<file path="src/csr_pkg.sv">
`default_nettype none

package csr_pkg;

   // ------------------------------------------------------------
   // widths
   // ------------------------------------------------------------
   localparam int XLEN   = 32;
   localparam int CSR_AW = 12;

   // access field value that marks a read-only csr number
   localparam logic [1:0] CSR_ACC_RO = 2'b11;

   // ------------------------------------------------------------
   // csr numbers
   // ------------------------------------------------------------
   // machine trap setup and handling
   localparam logic [CSR_AW-1:0] CSR_MSTATUS       = 12'h300;
   localparam logic [CSR_AW-1:0] CSR_MISA          = 12'h301;
   localparam logic [CSR_AW-1:0] CSR_MIE           = 12'h304;
   localparam logic [CSR_AW-1:0] CSR_MTVEC         = 12'h305;
   localparam logic [CSR_AW-1:0] CSR_MCOUNTEREN    = 12'h306;
   localparam logic [CSR_AW-1:0] CSR_MCOUNTINHIBIT = 12'h320;
   localparam logic [CSR_AW-1:0] CSR_MSCRATCH      = 12'h340;
   localparam logic [CSR_AW-1:0] CSR_MEPC          = 12'h341;
   localparam logic [CSR_AW-1:0] CSR_MCAUSE        = 12'h342;
   localparam logic [CSR_AW-1:0] CSR_MTVAL         = 12'h343;

   // machine counters, low and high halves
   localparam logic [CSR_AW-1:0] CSR_MCYCLE        = 12'hB00;
   localparam logic [CSR_AW-1:0] CSR_MCYCLEH       = 12'hB80;
   localparam logic [CSR_AW-1:0] CSR_MINSTRET      = 12'hB02;
   localparam logic [CSR_AW-1:0] CSR_MINSTRETH     = 12'hB82;

   // user read-only aliases of the counters and the timer
   localparam logic [CSR_AW-1:0] CSR_CYCLE         = 12'hC00;
   localparam logic [CSR_AW-1:0] CSR_TIME          = 12'hC01;
   localparam logic [CSR_AW-1:0] CSR_INSTRET       = 12'hC02;
   localparam logic [CSR_AW-1:0] CSR_CYCLEH        = 12'hC80;
   localparam logic [CSR_AW-1:0] CSR_TIMEH         = 12'hC81;
   localparam logic [CSR_AW-1:0] CSR_INSTRETH      = 12'hC82;

   // machine information, read-only
   localparam logic [CSR_AW-1:0] CSR_MVENDORID     = 12'hF11;
   localparam logic [CSR_AW-1:0] CSR_MARCHID       = 12'hF12;
   localparam logic [CSR_AW-1:0] CSR_MIMPID        = 12'hF13;
   localparam logic [CSR_AW-1:0] CSR_MHARTID       = 12'hF14;

   // ------------------------------------------------------------
   // identification and isa values
   // ------------------------------------------------------------
   localparam logic [XLEN-1:0] MVENDORID_VAL = 32'h0000_0000;
   localparam logic [XLEN-1:0] MARCHID_VAL   = 32'h0000_0001;
   localparam logic [XLEN-1:0] MIMPID_VAL    = 32'h0000_0100;
   localparam logic [XLEN-1:0] MHARTID_VAL   = 32'h0000_0000;
   // mxl=1 (rv32), I bit 8, M bit 12, U bit 20
   localparam logic [XLEN-1:0] MISA_VAL      = 32'h4010_1100;

   // ------------------------------------------------------------
   // warl write masks and reset values
   // ------------------------------------------------------------
   // 32-bit instruction alignment only
   localparam logic [XLEN-1:0] MEPC_WMASK    = 32'hFFFF_FFFC;
   // mode is direct or vectored, bit 1 stays zero
   localparam logic [XLEN-1:0] MTVEC_WMASK   = 32'hFFFF_FFFD;
   // mpp 12:11, mpie 7, mie 3
   localparam logic [XLEN-1:0] MSTATUS_WMASK = 32'h0000_1888;
   // mpp comes out of reset as machine mode
   localparam logic [XLEN-1:0] MSTATUS_RST   = 32'h0000_1800;

   // ------------------------------------------------------------
   // types
   // ------------------------------------------------------------
   typedef enum logic [1:0] {
      U_MODE = 2'd0,
      M_MODE = 2'd3
   } priv_mode_t;

   // csr number split the way the privileged spec lays it out
   typedef struct packed {
      logic [1:0] access;
      logic [1:0] priv;
      logic [7:0] index;
   } csr_addr_fld_t;

   // matched whole for register select, split for ro/priv checks
   typedef union packed {
      logic [CSR_AW-1:0] value;
      csr_addr_fld_t     fld;
   } csr_addr_u;

   // approved write request
   typedef struct packed {
      logic            en;
      csr_addr_u       addr;
      logic [XLEN-1:0] data;
   } csr_wr_t;

   typedef struct packed {
      logic [XLEN-1:0] mstatus;
      logic [XLEN-1:0] mie;
      logic [XLEN-1:0] mtvec;
      logic [XLEN-1:0] mcounteren;
      logic [XLEN-1:0] mcountinhibit;
      logic [XLEN-1:0] mscratch;
      logic [XLEN-1:0] mepc;
      logic [XLEN-1:0] mcause;
      logic [XLEN-1:0] mtval;
   } mregs_t;

   typedef struct packed {
      logic [2*XLEN-1:0] mcycle;
      logic [2*XLEN-1:0] minstret;
   } cntr_t;

endpackage

`default_nettype wire

</file>
<file path="src/csr_apb_slave.sv">
`default_nettype none

module csr_apb_slave import csr_pkg::*;
(
   input  logic            clk,
   input  logic            arst_n,

   // apb slave side
   input  logic            psel,
   input  logic            penable,
   input  logic            pwrite,
   input  logic [13:0]     paddr,
   input  logic [XLEN-1:0] pwdata,
   output logic [XLEN-1:0] prdata,
   output logic            pready,
   output logic            pslverr,

   // decode side
   output csr_addr_u       csr_addr,
   input  logic [XLEN-1:0] rdata,
   input  logic            access_ok,

   // write request to registers and counters
   output csr_wr_t         wr
);

   // ------------------------------------------------------------
   // access phase tracking
   // ------------------------------------------------------------
   logic access_ph;
   logic access_q;
   logic access_new;
   logic wr_ok;

   // psel and penable both high is the access phase
   assign access_ph = psel & penable;

   // high in the cycle after any access phase
   // a held access without a new setup phase is not taken again
   always_ff @(posedge clk or negedge arst_n)
   begin
      if (!arst_n)
         access_q <= 1'b0;
      else
         access_q <= access_ph;
   end

   // first cycle of an access phase only
   assign access_new = access_ph & ~access_q;

   // ------------------------------------------------------------
   // csr number and response
   // ------------------------------------------------------------
   // word addressed, csr number sits above the byte offset
   assign csr_addr.value = paddr[13:2];

   // no wait states
   assign pready  = access_new;
   // refused: not available to this mode, or write to read-only
   assign pslverr = access_new & ~access_ok;
   // zero on a refused access
   assign prdata  = (access_new & access_ok) ? rdata : '0;

   // ------------------------------------------------------------
   // write request
   // ------------------------------------------------------------
   assign wr_ok = access_new & pwrite & access_ok;

   // valid only in the accepted access cycle
   assign wr.en   = wr_ok;
   assign wr.addr = csr_addr;
   assign wr.data = pwdata;

endmodule

`default_nettype wire

</file>
<file path="src/csr_decode.sv">
`default_nettype none

module csr_decode import csr_pkg::*;
(
   input  csr_addr_u         csr_addr,
   input  logic              write,
   input  priv_mode_t        priv_mode,
   input  mregs_t            mregs,
   input  cntr_t             cntr,
   input  logic [2*XLEN-1:0] mtime,
   output logic [XLEN-1:0]   rdata,
   output logic              access_ok
);

   logic [XLEN-1:0] value;
   logic            known;
   logic            user_cntr;
   logic            cntr_en;
   logic            priv_ok;
   logic            ro_ok;
   logic [1:0]      mode_lvl;

   // ------------------------------------------------------------
   // number to value decode
   // ------------------------------------------------------------
   always_comb
   begin
      // unknown numbers read as zero
      known     = 1'b1;
      user_cntr = 1'b0;
      value     = '0;

      case (csr_addr.value)
         // machine trap setup
         CSR_MSTATUS:
            value = mregs.mstatus;
         CSR_MISA:
            value = MISA_VAL;
         CSR_MIE:
            value = mregs.mie;
         CSR_MTVEC:
            value = mregs.mtvec;
         CSR_MCOUNTEREN:
            value = mregs.mcounteren;
         CSR_MCOUNTINHIBIT:
            value = mregs.mcountinhibit;

         // machine trap handling
         CSR_MSCRATCH:
            value = mregs.mscratch;
         // low bits never read back, 32-bit alignment
         CSR_MEPC:
            value = mregs.mepc & MEPC_WMASK;
         CSR_MCAUSE:
            value = mregs.mcause;
         CSR_MTVAL:
            value = mregs.mtval;

         // machine counters
         CSR_MCYCLE:
            value = cntr.mcycle[XLEN-1:0];
         CSR_MCYCLEH:
            value = cntr.mcycle[2*XLEN-1:XLEN];
         CSR_MINSTRET:
            value = cntr.minstret[XLEN-1:0];
         CSR_MINSTRETH:
            value = cntr.minstret[2*XLEN-1:XLEN];

         // machine information
         CSR_MVENDORID:
            value = MVENDORID_VAL;
         CSR_MARCHID:
            value = MARCHID_VAL;
         CSR_MIMPID:
            value = MIMPID_VAL;
         CSR_MHARTID:
            value = MHARTID_VAL;

         // user aliases, gated by mcounteren below
         CSR_CYCLE:
         begin
            user_cntr = 1'b1;
            value     = cntr.mcycle[XLEN-1:0];
         end
         CSR_TIME:
         begin
            user_cntr = 1'b1;
            value     = mtime[XLEN-1:0];
         end
         CSR_INSTRET:
         begin
            user_cntr = 1'b1;
            value     = cntr.minstret[XLEN-1:0];
         end
         CSR_CYCLEH:
         begin
            user_cntr = 1'b1;
            value     = cntr.mcycle[2*XLEN-1:XLEN];
         end
         CSR_TIMEH:
         begin
            user_cntr = 1'b1;
            value     = mtime[2*XLEN-1:XLEN];
         end
         CSR_INSTRETH:
         begin
            user_cntr = 1'b1;
            value     = cntr.minstret[2*XLEN-1:XLEN];
         end

         default:
            known = 1'b0;
      endcase
   end

   // ------------------------------------------------------------
   // availability
   // ------------------------------------------------------------
   assign mode_lvl = priv_mode;

   // machine mode sees every counter
   // user mode needs the mcounteren bit picked by the low five bits
   assign cntr_en = (priv_mode == M_MODE) | mregs.mcounteren[csr_addr.fld.index[4:0]];

   // others: privilege field must not exceed the current mode
   assign priv_ok = user_cntr ? cntr_en : (csr_addr.fld.priv <= mode_lvl);

   // access bits 11 mark read-only numbers
   assign ro_ok = ~(write & (csr_addr.fld.access == CSR_ACC_RO));

   assign access_ok = known & priv_ok & ro_ok;
   assign rdata     = access_ok ? value : '0;

endmodule

`default_nettype wire

</file>
<file path="src/csr_machine_regs.sv">
`default_nettype none

module csr_machine_regs import csr_pkg::*;
(
   input  logic    clk,
   input  logic    arst_n,
   input  csr_wr_t wr,
   output mregs_t  mregs
);

   // ------------------------------------------------------------
   // machine read-write csrs
   // ------------------------------------------------------------
   // misa and the id values are constants in the decode
   always_ff @(posedge clk or negedge arst_n)
   begin
      if (!arst_n)
      begin
         // mpp starts in machine mode, everything else clear
         mregs.mstatus       <= MSTATUS_RST;
         mregs.mie           <= '0;
         mregs.mtvec         <= '0;
         mregs.mcounteren    <= '0;
         mregs.mcountinhibit <= '0;
         mregs.mscratch      <= '0;
         mregs.mepc          <= '0;
         mregs.mcause        <= '0;
         mregs.mtval         <= '0;
      end
      else if (wr.en)
      begin
         // request is already approved by the decode
         case (wr.addr.value)
            // only mie, mpie and mpp are implemented
            CSR_MSTATUS:
               mregs.mstatus <= wr.data & MSTATUS_WMASK;
            CSR_MIE:
               mregs.mie <= wr.data;
            // mode bit 1 is reserved, held at zero
            CSR_MTVEC:
               mregs.mtvec <= wr.data & MTVEC_WMASK;
            // bit n lets user mode read counter n
            CSR_MCOUNTEREN:
               mregs.mcounteren <= wr.data;
            // bit 0 stops mcycle, bit 2 stops minstret
            CSR_MCOUNTINHIBIT:
               mregs.mcountinhibit <= wr.data;
            CSR_MSCRATCH:
               mregs.mscratch <= wr.data;
            // ialign is fixed at 32
            CSR_MEPC:
               mregs.mepc <= wr.data & MEPC_WMASK;
            CSR_MCAUSE:
               mregs.mcause <= wr.data;
            CSR_MTVAL:
               mregs.mtval <= wr.data;
            default:
            begin
               // counters and read-only numbers live elsewhere
            end
         endcase
      end
   end

endmodule

`default_nettype wire

</file>
<file path="src/csr_counters.sv">
`default_nettype none

module csr_counters import csr_pkg::*;
(
   input  logic            clk,
   input  logic            arst_n,
   input  csr_wr_t         wr,
   input  logic            instr_retired,
   input  logic [XLEN-1:0] mcountinhibit,
   output cntr_t           cntr
);

   logic cyc_ph;
   logic cyc_wr_lo;
   logic cyc_wr_hi;
   logic ret_wr_lo;
   logic ret_wr_hi;
   logic cyc_inc;
   logic ret_inc;

   // ------------------------------------------------------------
   // software writes
   // ------------------------------------------------------------
   assign cyc_wr_lo = wr.en & (wr.addr.value == CSR_MCYCLE);
   assign cyc_wr_hi = wr.en & (wr.addr.value == CSR_MCYCLEH);
   assign ret_wr_lo = wr.en & (wr.addr.value == CSR_MINSTRET);
   assign ret_wr_hi = wr.en & (wr.addr.value == CSR_MINSTRETH);

   // ------------------------------------------------------------
   // increment enables
   // ------------------------------------------------------------
   // mcycle ticks on every second clock
   assign cyc_inc = cyc_ph & ~mcountinhibit[0];
   // one per retired instruction
   assign ret_inc = instr_retired & ~mcountinhibit[2];

   always_ff @(posedge clk or negedge arst_n)
   begin
      if (!arst_n)
      begin
         cyc_ph        <= 1'b0;
         cntr.mcycle   <= '0;
         cntr.minstret <= '0;
      end
      else
      begin
         cyc_ph <= ~cyc_ph;

         // a write to either half wins over the increment
         if (cyc_wr_lo)
            cntr.mcycle[XLEN-1:0] <= wr.data;
         else if (cyc_wr_hi)
            cntr.mcycle[2*XLEN-1:XLEN] <= wr.data;
         else if (cyc_inc)
            cntr.mcycle <= cntr.mcycle + 64'd1;

         if (ret_wr_lo)
            cntr.minstret[XLEN-1:0] <= wr.data;
         else if (ret_wr_hi)
            cntr.minstret[2*XLEN-1:XLEN] <= wr.data;
         else if (ret_inc)
            cntr.minstret <= cntr.minstret + 64'd1;
      end
   end

endmodule

`default_nettype wire

</file>
<file path="src/csr_unit.sv">
`default_nettype none

module csr_unit import csr_pkg::*;
(
   input  logic              clk,
   input  logic              arst_n,

   // apb slave port, csr number on paddr 13:2
   input  logic              psel,
   input  logic              penable,
   input  logic              pwrite,
   input  logic [13:0]       paddr,
   input  logic [XLEN-1:0]   pwdata,
   output logic [XLEN-1:0]   prdata,
   output logic              pready,
   output logic              pslverr,

   // core side
   input  priv_mode_t        priv_mode,
   input  logic [2*XLEN-1:0] mtime,
   input  logic              instr_retired
);

   // ------------------------------------------------------------
   // internal nets
   // ------------------------------------------------------------
   csr_addr_u       csr_addr;
   logic [XLEN-1:0] rdata;
   logic            access_ok;
   csr_wr_t         wr;
   mregs_t          mregs;
   cntr_t           cntr;

   // apb handshake and write approval
   csr_apb_slave u_apb (
      .clk       (clk),
      .arst_n    (arst_n),
      .psel      (psel),
      .penable   (penable),
      .pwrite    (pwrite),
      .paddr     (paddr),
      .pwdata    (pwdata),
      .prdata    (prdata),
      .pready    (pready),
      .pslverr   (pslverr),
      .csr_addr  (csr_addr),
      .rdata     (rdata),
      .access_ok (access_ok),
      .wr        (wr)
   );

   // availability and read mux
   csr_decode u_decode (
      .csr_addr  (csr_addr),
      .write     (pwrite),
      .priv_mode (priv_mode),
      .mregs     (mregs),
      .cntr      (cntr),
      .mtime     (mtime),
      .rdata     (rdata),
      .access_ok (access_ok)
   );

   csr_machine_regs u_mregs (
      .clk    (clk),
      .arst_n (arst_n),
      .wr     (wr),
      .mregs  (mregs)
   );

   // counters take their inhibit bits straight from mcountinhibit
   csr_counters u_cntr (
      .clk           (clk),
      .arst_n        (arst_n),
      .wr            (wr),
      .instr_retired (instr_retired),
      .mcountinhibit (mregs.mcountinhibit),
      .cntr          (cntr)
   );

endmodule

`default_nettype wire

</file>
<file path="config.mk">
export PLATFORM = sky130hd
export DESIGN_NAME = csr_unit
export DESIGN_NICKNAME = d
export VERILOG_FILES = /design/src/csr_pkg.sv /design/src/csr_apb_slave.sv /design/src/csr_decode.sv /design/src/csr_machine_regs.sv /design/src/csr_counters.sv /design/src/csr_unit.sv
export SDC_FILE = /design/constraint.sdc
export NUM_CORES = 1
export LEC_CHECK = 0
export BUFFER_PORTS_ARGS = -buffer_cell sky130_fd_sc_hd__buf_2
export CORE_MARGIN = 2
export CORE_UTILIZATION = 42
export DETAILED_ROUTE_END_ITERATION = 8
export GPL_ROUTABILITY_DRIVEN = 0
export MAX_ROUTING_LAYER = met4
export SYNTH_ARGS = -nofsm -noshare
export SYNTH_HDL_FRONTEND = slang
export SYNTH_SLANG_ARGS = --single-unit
</file>
<file path="constraint.sdc">
create_clock -name clk -period 6.63 [get_ports clk]
set_input_delay 0.3315 -clock clk [delete_from_list [all_inputs] [get_ports clk]]
set_output_delay 0.3315 -clock clk [all_outputs]
set_load 0.02 [all_outputs]
</file>
After elaboration in Yosys (flattened, before gate mapping)
Index checks and enable logic that the tools add are counted.

$add $sub $neg: 2. Reduce and logical (&&, ||, !) cells: 23. Mux-type cells: 16. Bitwise logic cells: 24. Magnitude comparators: 2. Equality and inequality tests: 28.

Operators by type and width (count): $pmux W32 S18 (1); $mux W32 (8); $eq A12 B12 Y1 const B (14); $add A64 B1 Y64 const B (2); $mux W64 (2); $eq A12 B10 Y1 const B (10); $reduce_and A2 Y1 (13); $reduce_or A24 Y1 (1); $and A1 B1 Y1 (15); $not A1 Y1 (8); $reduce_bool A2 Y1 (4); $reduce_or A2 Y1 (4); $lt A5 B6 Y1 const B (1); $reduce_or A6 Y1 (1); $bmux W1 S5 (1); $eq A2 B2 Y1 const B (2); $mux W1 (4); $ne A2 B1 Y1 const B (2); $le A2 B2 Y1 (1); $or A1 B1 Y1 (1).

Word-level logic and storage cells: 110. Output and inout port bits: 34. Input bits: 118. Flip-flop bits (word level): 387.

Depth between registers and ports, before layout
Gate-level depths: netlist (run 1).

Word-level depth: 10. Gate-level depth with buffers: 11. Mapped depth without buffers: 8.

By module
From an unflattened synthesis (run 1), not the netlist that was laid out.

Cell total of the unflattened synthesis: 2273. Area total of the unflattened synthesis: 23074.6 µm².

Modules (own cells, without submodules): csr_machine_regs (cells each 597, instances 1, area an instance 9885.7 µm², seq. area each 6433.7 µm²); csr_counters (cells each 933, instances 1, area an instance 7917.6 µm², seq. area each 3228.1 µm²); csr_decode (cells each 645, instances 1, area an instance 4533.1 µm², seq. area each 0.0 µm²); csr_apb_slave (cells each 98, instances 1, area an instance 738.2 µm², seq. area each 25.0 µm²).

Least setup slack after synthesis (run 1)
No wires, ideal clock.

Kind: input to output. Start: in paddr[6]. End: out prdata[0]. Required time: 6298 ps. Slack: 3651 ps. Cell stages on the path: 9. Buffers on the path: 4. Arrival: 2647 ps. Path through: buf_2 or4_1 buf_2 or4_1 buf_2 nor3_4 buf_2 a22oi_1 a31oi_1.

Word-level cells in the longest chain between the ends: 8. Elaborated cells on any way between the ends: 42. Those cells by class: eq/ne (24); mux (8); bitwise (4); reduce/logical (6).

Ends and longest elaborated chain: start: declaration (RTL line csr_unit.sv:12) `input logic [13:0] paddr,`; $bmux W1 S5 or $eq A12 B12 Y1 (tied branches) (RTL line csr_decode.sv:123, csr_decode.sv:33); $mux W1 (implied by the code) or $reduce_or A6 Y1 (tied branches); $or A1 B1 Y1 or $mux W1 (tied branches) (RTL line csr_decode.sv:123, csr_decode.sv:33); $mux W1 (RTL line csr_decode.sv:126) `assign priv_ok = user_cntr ? cntr_en : (csr_addr.fld.priv <= mode_lvl);`; $and A1 B1 Y1 (2 in a row) (RTL line csr_decode.sv:131) `assign access_ok = known & priv_ok & ro_ok;`; $mux W32 or $and A1 B1 Y1 (tied branches) (RTL line csr_decode.sv:132, csr_apb_slave.sv:62); $mux W32 * (RTL line csr_apb_slave.sv:62) `assign prdata = (access_new & access_ok) ? rdata : '0;`; end: declaration (RTL line csr_unit.sv:14) `output logic [XLEN-1:0] prdata,`.

Every way passes the cells marked *; elsewhere a longest branch is shown, timed or not. The select of a mux whose other input is x is not followed.

Worst setup path in the final report (run 1)
Start: in paddr[5]. End: out prdata[18].

The elaborated chain is that of the path after synthesis.

==> results of run 1 <==
layout by cell type (no fill, tap or decap), types with 25 or more instances in the layout:
| master | instances |
|---|---|
| nand3_1 | 67 |
| a222oi_1 | 47 |
| nor4_1 | 25 |
| nand2_1 | 146 |
| a221oi_1 | 39 |
| buf_2 | 148 |
| mux2_2 | 217 |
| a22oi_1 | 76 |
| dfrtp_1 | 385 |
| nor2_1 | 85 |
| buf_4 | 57 |
| o21ai_0 | 63 |
| nor3_1 | 35 |
| a31oi_1 | 43 |
| a21oi_1 | 97 |
| mux2i_1 | 25 |
| mux2_4 | 30 |
| nand4_1 | 53 |
| and3_1 | 40 |
| clkbuf_16 | 47 |
| o311ai_0 | 34 |
per-stage QoR:
stage               hold slack, ps  cells  instance area [sq um]
floorplan                     35.9   2077                  21500
global placement               428   2755                  22800
detailed placement             439   2755                  22800
CTS                            143   2840                  24300
global route                   176   2842                  24300
finish                         175   2842                  24300
power groups by stage:
stage / sequential, mW / combinational (mW) / clock, mW
3_3_place_gp: 2.49 / 0.269 / 0
6_report: 2.45 / 0.279 / 2.47
4_1_cts: 2.45 / 0.278 / 2.50
2_1_floorplan: 2.47 / 0.118 / 0
5_1_grt: 2.45 / 0.304 / 2.60
3_5_place_dp: 2.49 / 0.274 / 0
cell usage after synthesis (all sizes together) (47+ instances only):
| cell | instances | area (sq um) |
|---|---|---|
| clkbuf | 149 | 559 |
| mux2 | 257 | 3010 |
| nand3 | 68 | 340 |
| a222oi | 47 | 470 |
| a21oi | 97 | 485 |
| a22oi | 76 | 571 |
| o21ai | 70 | 350 |
| buf | 52 | 263 |
| dfrtp | 385 | 9630 |
| nand4 | 53 | 332 |
| nand2 | 147 | 554 |
| nor2 | 86 | 325 |
cells by family (layout without fill, tap and decap cells):
group	Yosys count	after routing	synth area share (%)
buffers and inverters	222	313	4.20
adders and majority gates	4	4	0.233
AOI/OAI and AO/OA	579	579	19.8
muxes	283	283	15.3
DFF	387	387	45.1
other	0	2	0
and+or+nand+nor	580	580	14.5
xor gates and xnor gates	22	22	0.898
state kept, by name, indices dropped and copies added, names as in the netlist:
register / flops
u_cntr.cntr: 128
u_apb.access_q: 1
u_mregs.mregs: 257
u_cntr.cyc_ph: 1
per-layer routing:
layer	up-vias	part of all wire, %	routed length (um)
met3	168	9.9	7810
li1	8215	-	-
met1	9666	42	33000
met5	-	0	0
met2	1085	45	35100
met4	0	3.4	2660
final timing paths:
path / end / slack [ps] / depth (start not counted) / startpoint
max: prdata[18] / 2630 / 8 / paddr[5]
min: u_cntr.cntr[38] / 180 / 3 / pwdata[6]
max reg2reg: u_cntr.cntr[52] / 3100 / 7 / u_cntr.cntr[1]
min reg2reg: u_cntr.cyc_ph / 450 / 1 / u_cntr.cyc_ph
max in group asynchronous: u_mregs.mregs[10] / 4540 / 3 / arst_n
min in group asynchronous: u_cntr.cntr[40] / 420 / 2 / arst_n
layout make-up:
| cell class | instances | area, sq um | share of cell area [%] |
|---|---|---|---|
| Antenna cell | 2 | 5.00 | 0.0206 |
| Inverter | 21 | 78.8 | 0.324 |
| Clock inverter | 14 | 130 | 0.535 |
| Timing Repair Buffer | 210 | 1230 | 5.07 |
| Tap cell | 672 | 841 | 3.46 |
| Sequential cell | 387 | 9690 | 39.8 |
| Multi-Input combinational cell | 1468 | 11000 | 45.3 |
| Clock buffer | 68 | 1340 | 5.49 |
worst reg2reg max path, delay by kind of cell (launching register included):
family | cells | cell delay [ps]
adders and majority gates | 1 | 250
and+or+nand+nor | 5 | 2550
AOI/OAI and AO/OA | 1 | 210
DFF | 1 | 470
==> run summary, run 1 <==
Root Driver: clkbuf_16
Hold_buf cts: 3
Drt total wl: 78600 um
Global Route Usage Sum: 30.2%
Critical path arrival: 3670 ps
GR Layer Usage met2: 45.3%
HP Class: input port to flip-flop
Syn Area/Cell: 10.3 sq um
Power per cell area: 214 nW/um^2
Post-Syn Instances: 2077
RSZ-0062 raised after global routing: no
Grt peak-use layer: met2
CTS Buffer Depth: 3
Area Overhead vs Synth: 13.3%
Pre-CTS WS: 2700 ps
EDFF count, synth: 0
F_max: 250 MHz
Setup slack after layout: 2630 ps
FILL cells: 4640
Routed Antenna Nets: 0
Vias: 19134
Internal Power: 3.88 mW
DR iter-0 viols: 2613
GR Util met1: 41.1%
Ys Warns: 0
Std cell rows: 82
IO buf count: 149
Worst path slowest cell: nor3_2
Post-synth top flop: dfrtp_1
Final core utilization: 48.4%
Clk_lat worst skew: 600 ps
Slew headroom: 18.2%
Die W: 230 um
Net Sw Frac: 25.4%
Global-route wire length before repair: 118000 um
Post-CTS Setup Bufs: 0
Layout Skew: 14.3 ps
Clock tree sinks: 387
Fin. Hold Viols: 0
Crit path max fanout: 19
Drt wl/cell: 27.7 um
Total CTS buffers: 46
Reg power frac: 47.1%
Largest net degree at the start of global routing: 140
DR vias/cell: 6.73
Setup TNS: 0 ps
Chip Height: 230 um
Worst path cell trace: buf_2, or4_1, nor3_2, buf_4, a222oi_1, and3_1, a31oi_1, buf_2
Crit. End Element: output port
Synthesized area: 21500 sq um
Layout cells sized above 1: 26.2%
Crit path buf inv count: 3
Crit share post-route: 60.4%
Peak supply drop: 0.000166 V
Core Area: 50300 sq um
CTS clock-pin slew for the worst setup and hold paths: 60 ps
Number of global-route vias before repair: 18643
Initial antenna violation count: 4
CP Class: input port to output port
Sequential cell area fraction in the yosys report: 45.1%
Most frequent cell on the critical path: buf_2
Initial Util: 42.7%
Post-detail-place hpwl: 53000 um
H-tree levels: 2
Share of flip-flops with an asynchronous set or reset: 100%
Global route overflow: 0
Number of synthesized register bits: 387
CTS resizes: 0
# IOs: 152
Top delay family on crit path: simple AND/OR/NAND/NOR gates
Static Leak: 10.7 nW
Run status: complete, no violations
Worst setup SP type: input port
Fin crit period: 4000 ps
First-pass DRT Iterations: 7
Clock Power Share: 47.5%
Nets: 2256
Tot Pwr: 5.20 mW
Max-Cap Viols: 0
Die ar.: 52900 sq um
Syn_nets: 2199
Synth cell types: 86
Crit path largest cell delay: 890 ps
CTS tree: built
Final setup viols: 0
Max-slew violations: 0
DRC: 0
Worst Path Required: 6300 ps
Sw Pwr: 1.32 mW
Worst Max-Slew Pin Slew: 1230 ps
Logic gate share of total power: 5.4%
M3 GR Usage: 5.69%
(Power assumes the default switching activity.)
==> inputs of run 2 (changes only) <==
--- a/config.mk
+++ b/config.mk
@@ -5,6 +5,7 @@
 export SDC_FILE = /design/constraint.sdc
 export NUM_CORES = 1
 export LEC_CHECK = 0
+export ABC_AREA = 1
 export BUFFER_PORTS_ARGS = -buffer_cell sky130_fd_sc_hd__buf_2
 export CORE_MARGIN = 2
 export CORE_UTILIZATION = 42
==> constraint.sdc (replaced) <==
create_clock -name clk -period 4.18 [get_ports clk]
set_input_delay 0.209 -clock clk [delete_from_list [all_inputs] [get_ports clk]]
set_output_delay 0.209 -clock clk [all_outputs]
set_load 0.02 [all_outputs]
==> run 2 against run 1 <==
Cell count increased by 41%. Highest routed layer unchanged. Critical path type unchanged. Critical path depth increased by 7. Design area increased by 7.8%. Largest power group unchanged. Largest cell class unchanged.
==> run summary, run 2 <==
Run status: complete, no violations
Reg power frac: 45.7%
Layout Skew: 25.5 ps
Post-synth top cells: 993 x nand2_1, 385 x dfrtp_1, 278 x o21ai_1
Register area: 9690 sq um
Top cell type's share of synthesized area: 41.4%
Net Sw Frac: 25.4%
Commonest non-fill, non-tap cell in the layout: nand2_1
Logic gate share of total power: 5.4%
Post-Syn Instances: 3179
Vias: 24627
Hold_ws: 21.0 ps
Crit share post-route: 87.2%
Layout cells sized above 1: 9.62%
Fin crit period: 3640 ps
Min-Delay Path Depth: 3
Worst setup SP type: input port
Largest net degree at the start of global routing: 102
Clock Power Share: 48.9%
Drt total wl: 100000 um
Share of flip-flops with an asynchronous set or reset: 100%
Crit path largest cell delay: 520 ps
Area Overhead vs Synth: 12.8%
Number of global-route vias before repair: 22390
Static Leak: 12.0 nW
DR iter-0 viols: 3749
Global route overflow: 0
Max FFs per register: 257
Clk_lat worst skew: 610 ps
Setup TNS: 0 ps
Top delay family on crit path: simple AND/OR/NAND/NOR gates
Syn_nets: 3301
Max-Cap Viols: 0
H-tree levels: 2
Std cell rows: 86
First-pass DRT Iterations: 7
CTS Buffer Depth: 3
Post-CTS Setup Bufs: 0
Initial Util: 42.4%
RSZ-0062 raised after global routing: no
Total CTS buffers: 44
Fin. Hold Viols: 0
Die ar.: 57200 sq um
Global Route Usage Sum: 35.9%
Syn Area/Cell: 7.31 sq um
Internal Power: 6.27 mW
FILL cells: 5554
R2R setup slack: 910 ps
Top cells by area, synth: dfrtp_1 41%, nand2_1 16%, o21ai_1 6.0%, nand4_1 4.7%, nand3_1 4.6%
Chip Height: 239 um
Worst path slowest cell: nand3_1
F_max: 274 MHz
DR vias/cell: 6.13
# IOs: 152
Most frequent cell on the critical path: nand2_1
Worst Max-Slew Pin Slew: 990 ps
Routed Antenna Nets: 0
Peak supply drop: 0.000332 V
Sequential cell area fraction in the yosys report: 41.7%
EDFF count, synth: 0
CTS resizes: 0
Global-route wire length before repair: 148000 um
Most frequent cells in the layout: 993 x nand2_1, 385 x dfrtp_1, 279 x o21ai_1, 254 x inv_1, 214 x nand3_1
Worst path depth: 15
DRC: 0
Post-synth top flop: dfrtp_1
Synth cell types: 53
Crit. End Element: output port
Final setup viols: 0
Core Area: 54900 sq um
Die W: 239 um
Drt wl/cell: 24.9 um
Clock tree sinks: 387
Area taken by multi-input logic gates: 11700 sq um
Largest regs: u_mregs.mregs (257), u_cntr.cntr (128)
Power per cell area: 321 nW/um^2
Critical path arrival: 3430 ps
Post-detail-place hpwl: 71900 um
Number of synthesized register bits: 387
Most flops, register: u_mregs.mregs
HP Class: input port to flip-flop
Root Driver: clkbuf_16
IO buf count: 149
Crit path buf inv count: 4
Max-slew violations: 0
Nets: 3398
CTS tree: built
Initial antenna violation count: 6
Ys Warns: 0
Slew headroom: 33.6%
CP Class: input port to output port
Worst Path Required: 3970 ps
Largest area contributor in the netlist: dfrtp_1
Worst path cell trace: buf_2, nand2_1, nor2_2, nand3_1, nand2_1, nor2_1, nand3_1, inv_1, nand2_1, nand2_2, nor2_8, nand2_1, buf_4, a41oi_1, buf_2
Worst r2r path cells: 14
Sw Pwr: 2.14 mW
CTS clock-pin slew for the worst setup and hold paths: 60 ps
Cell with the most instances after synthesis: nand2_1
Synthesized area: 23200 sq um
Crit path max fanout: 32
## run 2: metal layers
layer  part of all wire [%]  track usage [%]  wire length (um)  vias to the layer above
met2                     41             49.2             40700                     1679
met5                      0                -                 0                        -
met1                     40             48.8             39700                    11736
met4                    6.4             19.3              6390                        0
li1                       -                -                 -                    10890
met3                     13             8.53             13400                      322
## run 2: kinds of logic (layout without fill, tap and decap cells)
group	after synthesis	in the layout	synth area share [%]
other	0	7	0
buffers and inverters	441	569	7.95
and+or+nand+nor	1716	1716	32.4
xor gates and xnor gates	124	124	4.67
AOI/OAI and AO/OA	507	507	13.1
adders and majority gates	4	4	0.215
DFF	387	387	41.7
## run 2: worst min-delay path: stages
cell and delay [ps]:
buf_2 190, nand2_1 100, nand3_1 70
## run 2: per-stage QoR
stage,setup WS [ps],instances,util [%],power [mW],instance area (sq um)
after floorplan,1820,3179,-,4.02,23200
after global placement,608,3915,44.7,4.32,24500
after detailed placement,548,3915,44.7,4.33,24500
after CTS,589,4011,47.7,8.40,26200
after global routing,415,4017,47.8,8.59,26200
final,537,4018,47.8,8.41,26200
## run 2: area by class of cell
cell class / count / share of cell area [%]
Sequential cell: 387 / 37.0
Inverter: 274 / 3.95
Timing Repair Buffer: 218 / 5.23
Antenna cell: 7 / 0.0668
Tap cell: 704 / 3.36
Clock buffer: 65 / 4.92
Clock inverter: 12 / 0.788
Multi-Input combinational cell: 2351 / 44.7
## run 2: repair_timing
action / in CTS / in global routing
hold endpoints to repair: 122 / 0
setup endpoints to repair: 0 / 0
hold buffers: 19 / 0
## run 2: power groups by stage
stage          clock [mW]  combinational (mW)  sequential, mW
6_report             4.11               0.454            3.84
5_1_grt              4.28               0.483            3.83
4_1_cts              4.13               0.442            3.83
2_1_floorplan           0               0.168            3.85
3_5_place_dp            0               0.427            3.90
3_3_place_gp            0               0.421            3.90
## run 2: path summary, 6_finish.rpt
| kind | endpoint | start |
|---|---|---|
| max reg2reg | u_cntr.cntr[116] | u_cntr.cntr[64] |
| max | prdata[26] | paddr[11] |
| max in group asynchronous | u_mregs.mregs[235] | arst_n |
| min in group asynchronous | u_cntr.cntr[4] | arst_n |
| min reg2reg | u_cntr.cyc_ph | u_cntr.cyc_ph |
| min | u_cntr.cntr[6] | pwdata[6] |
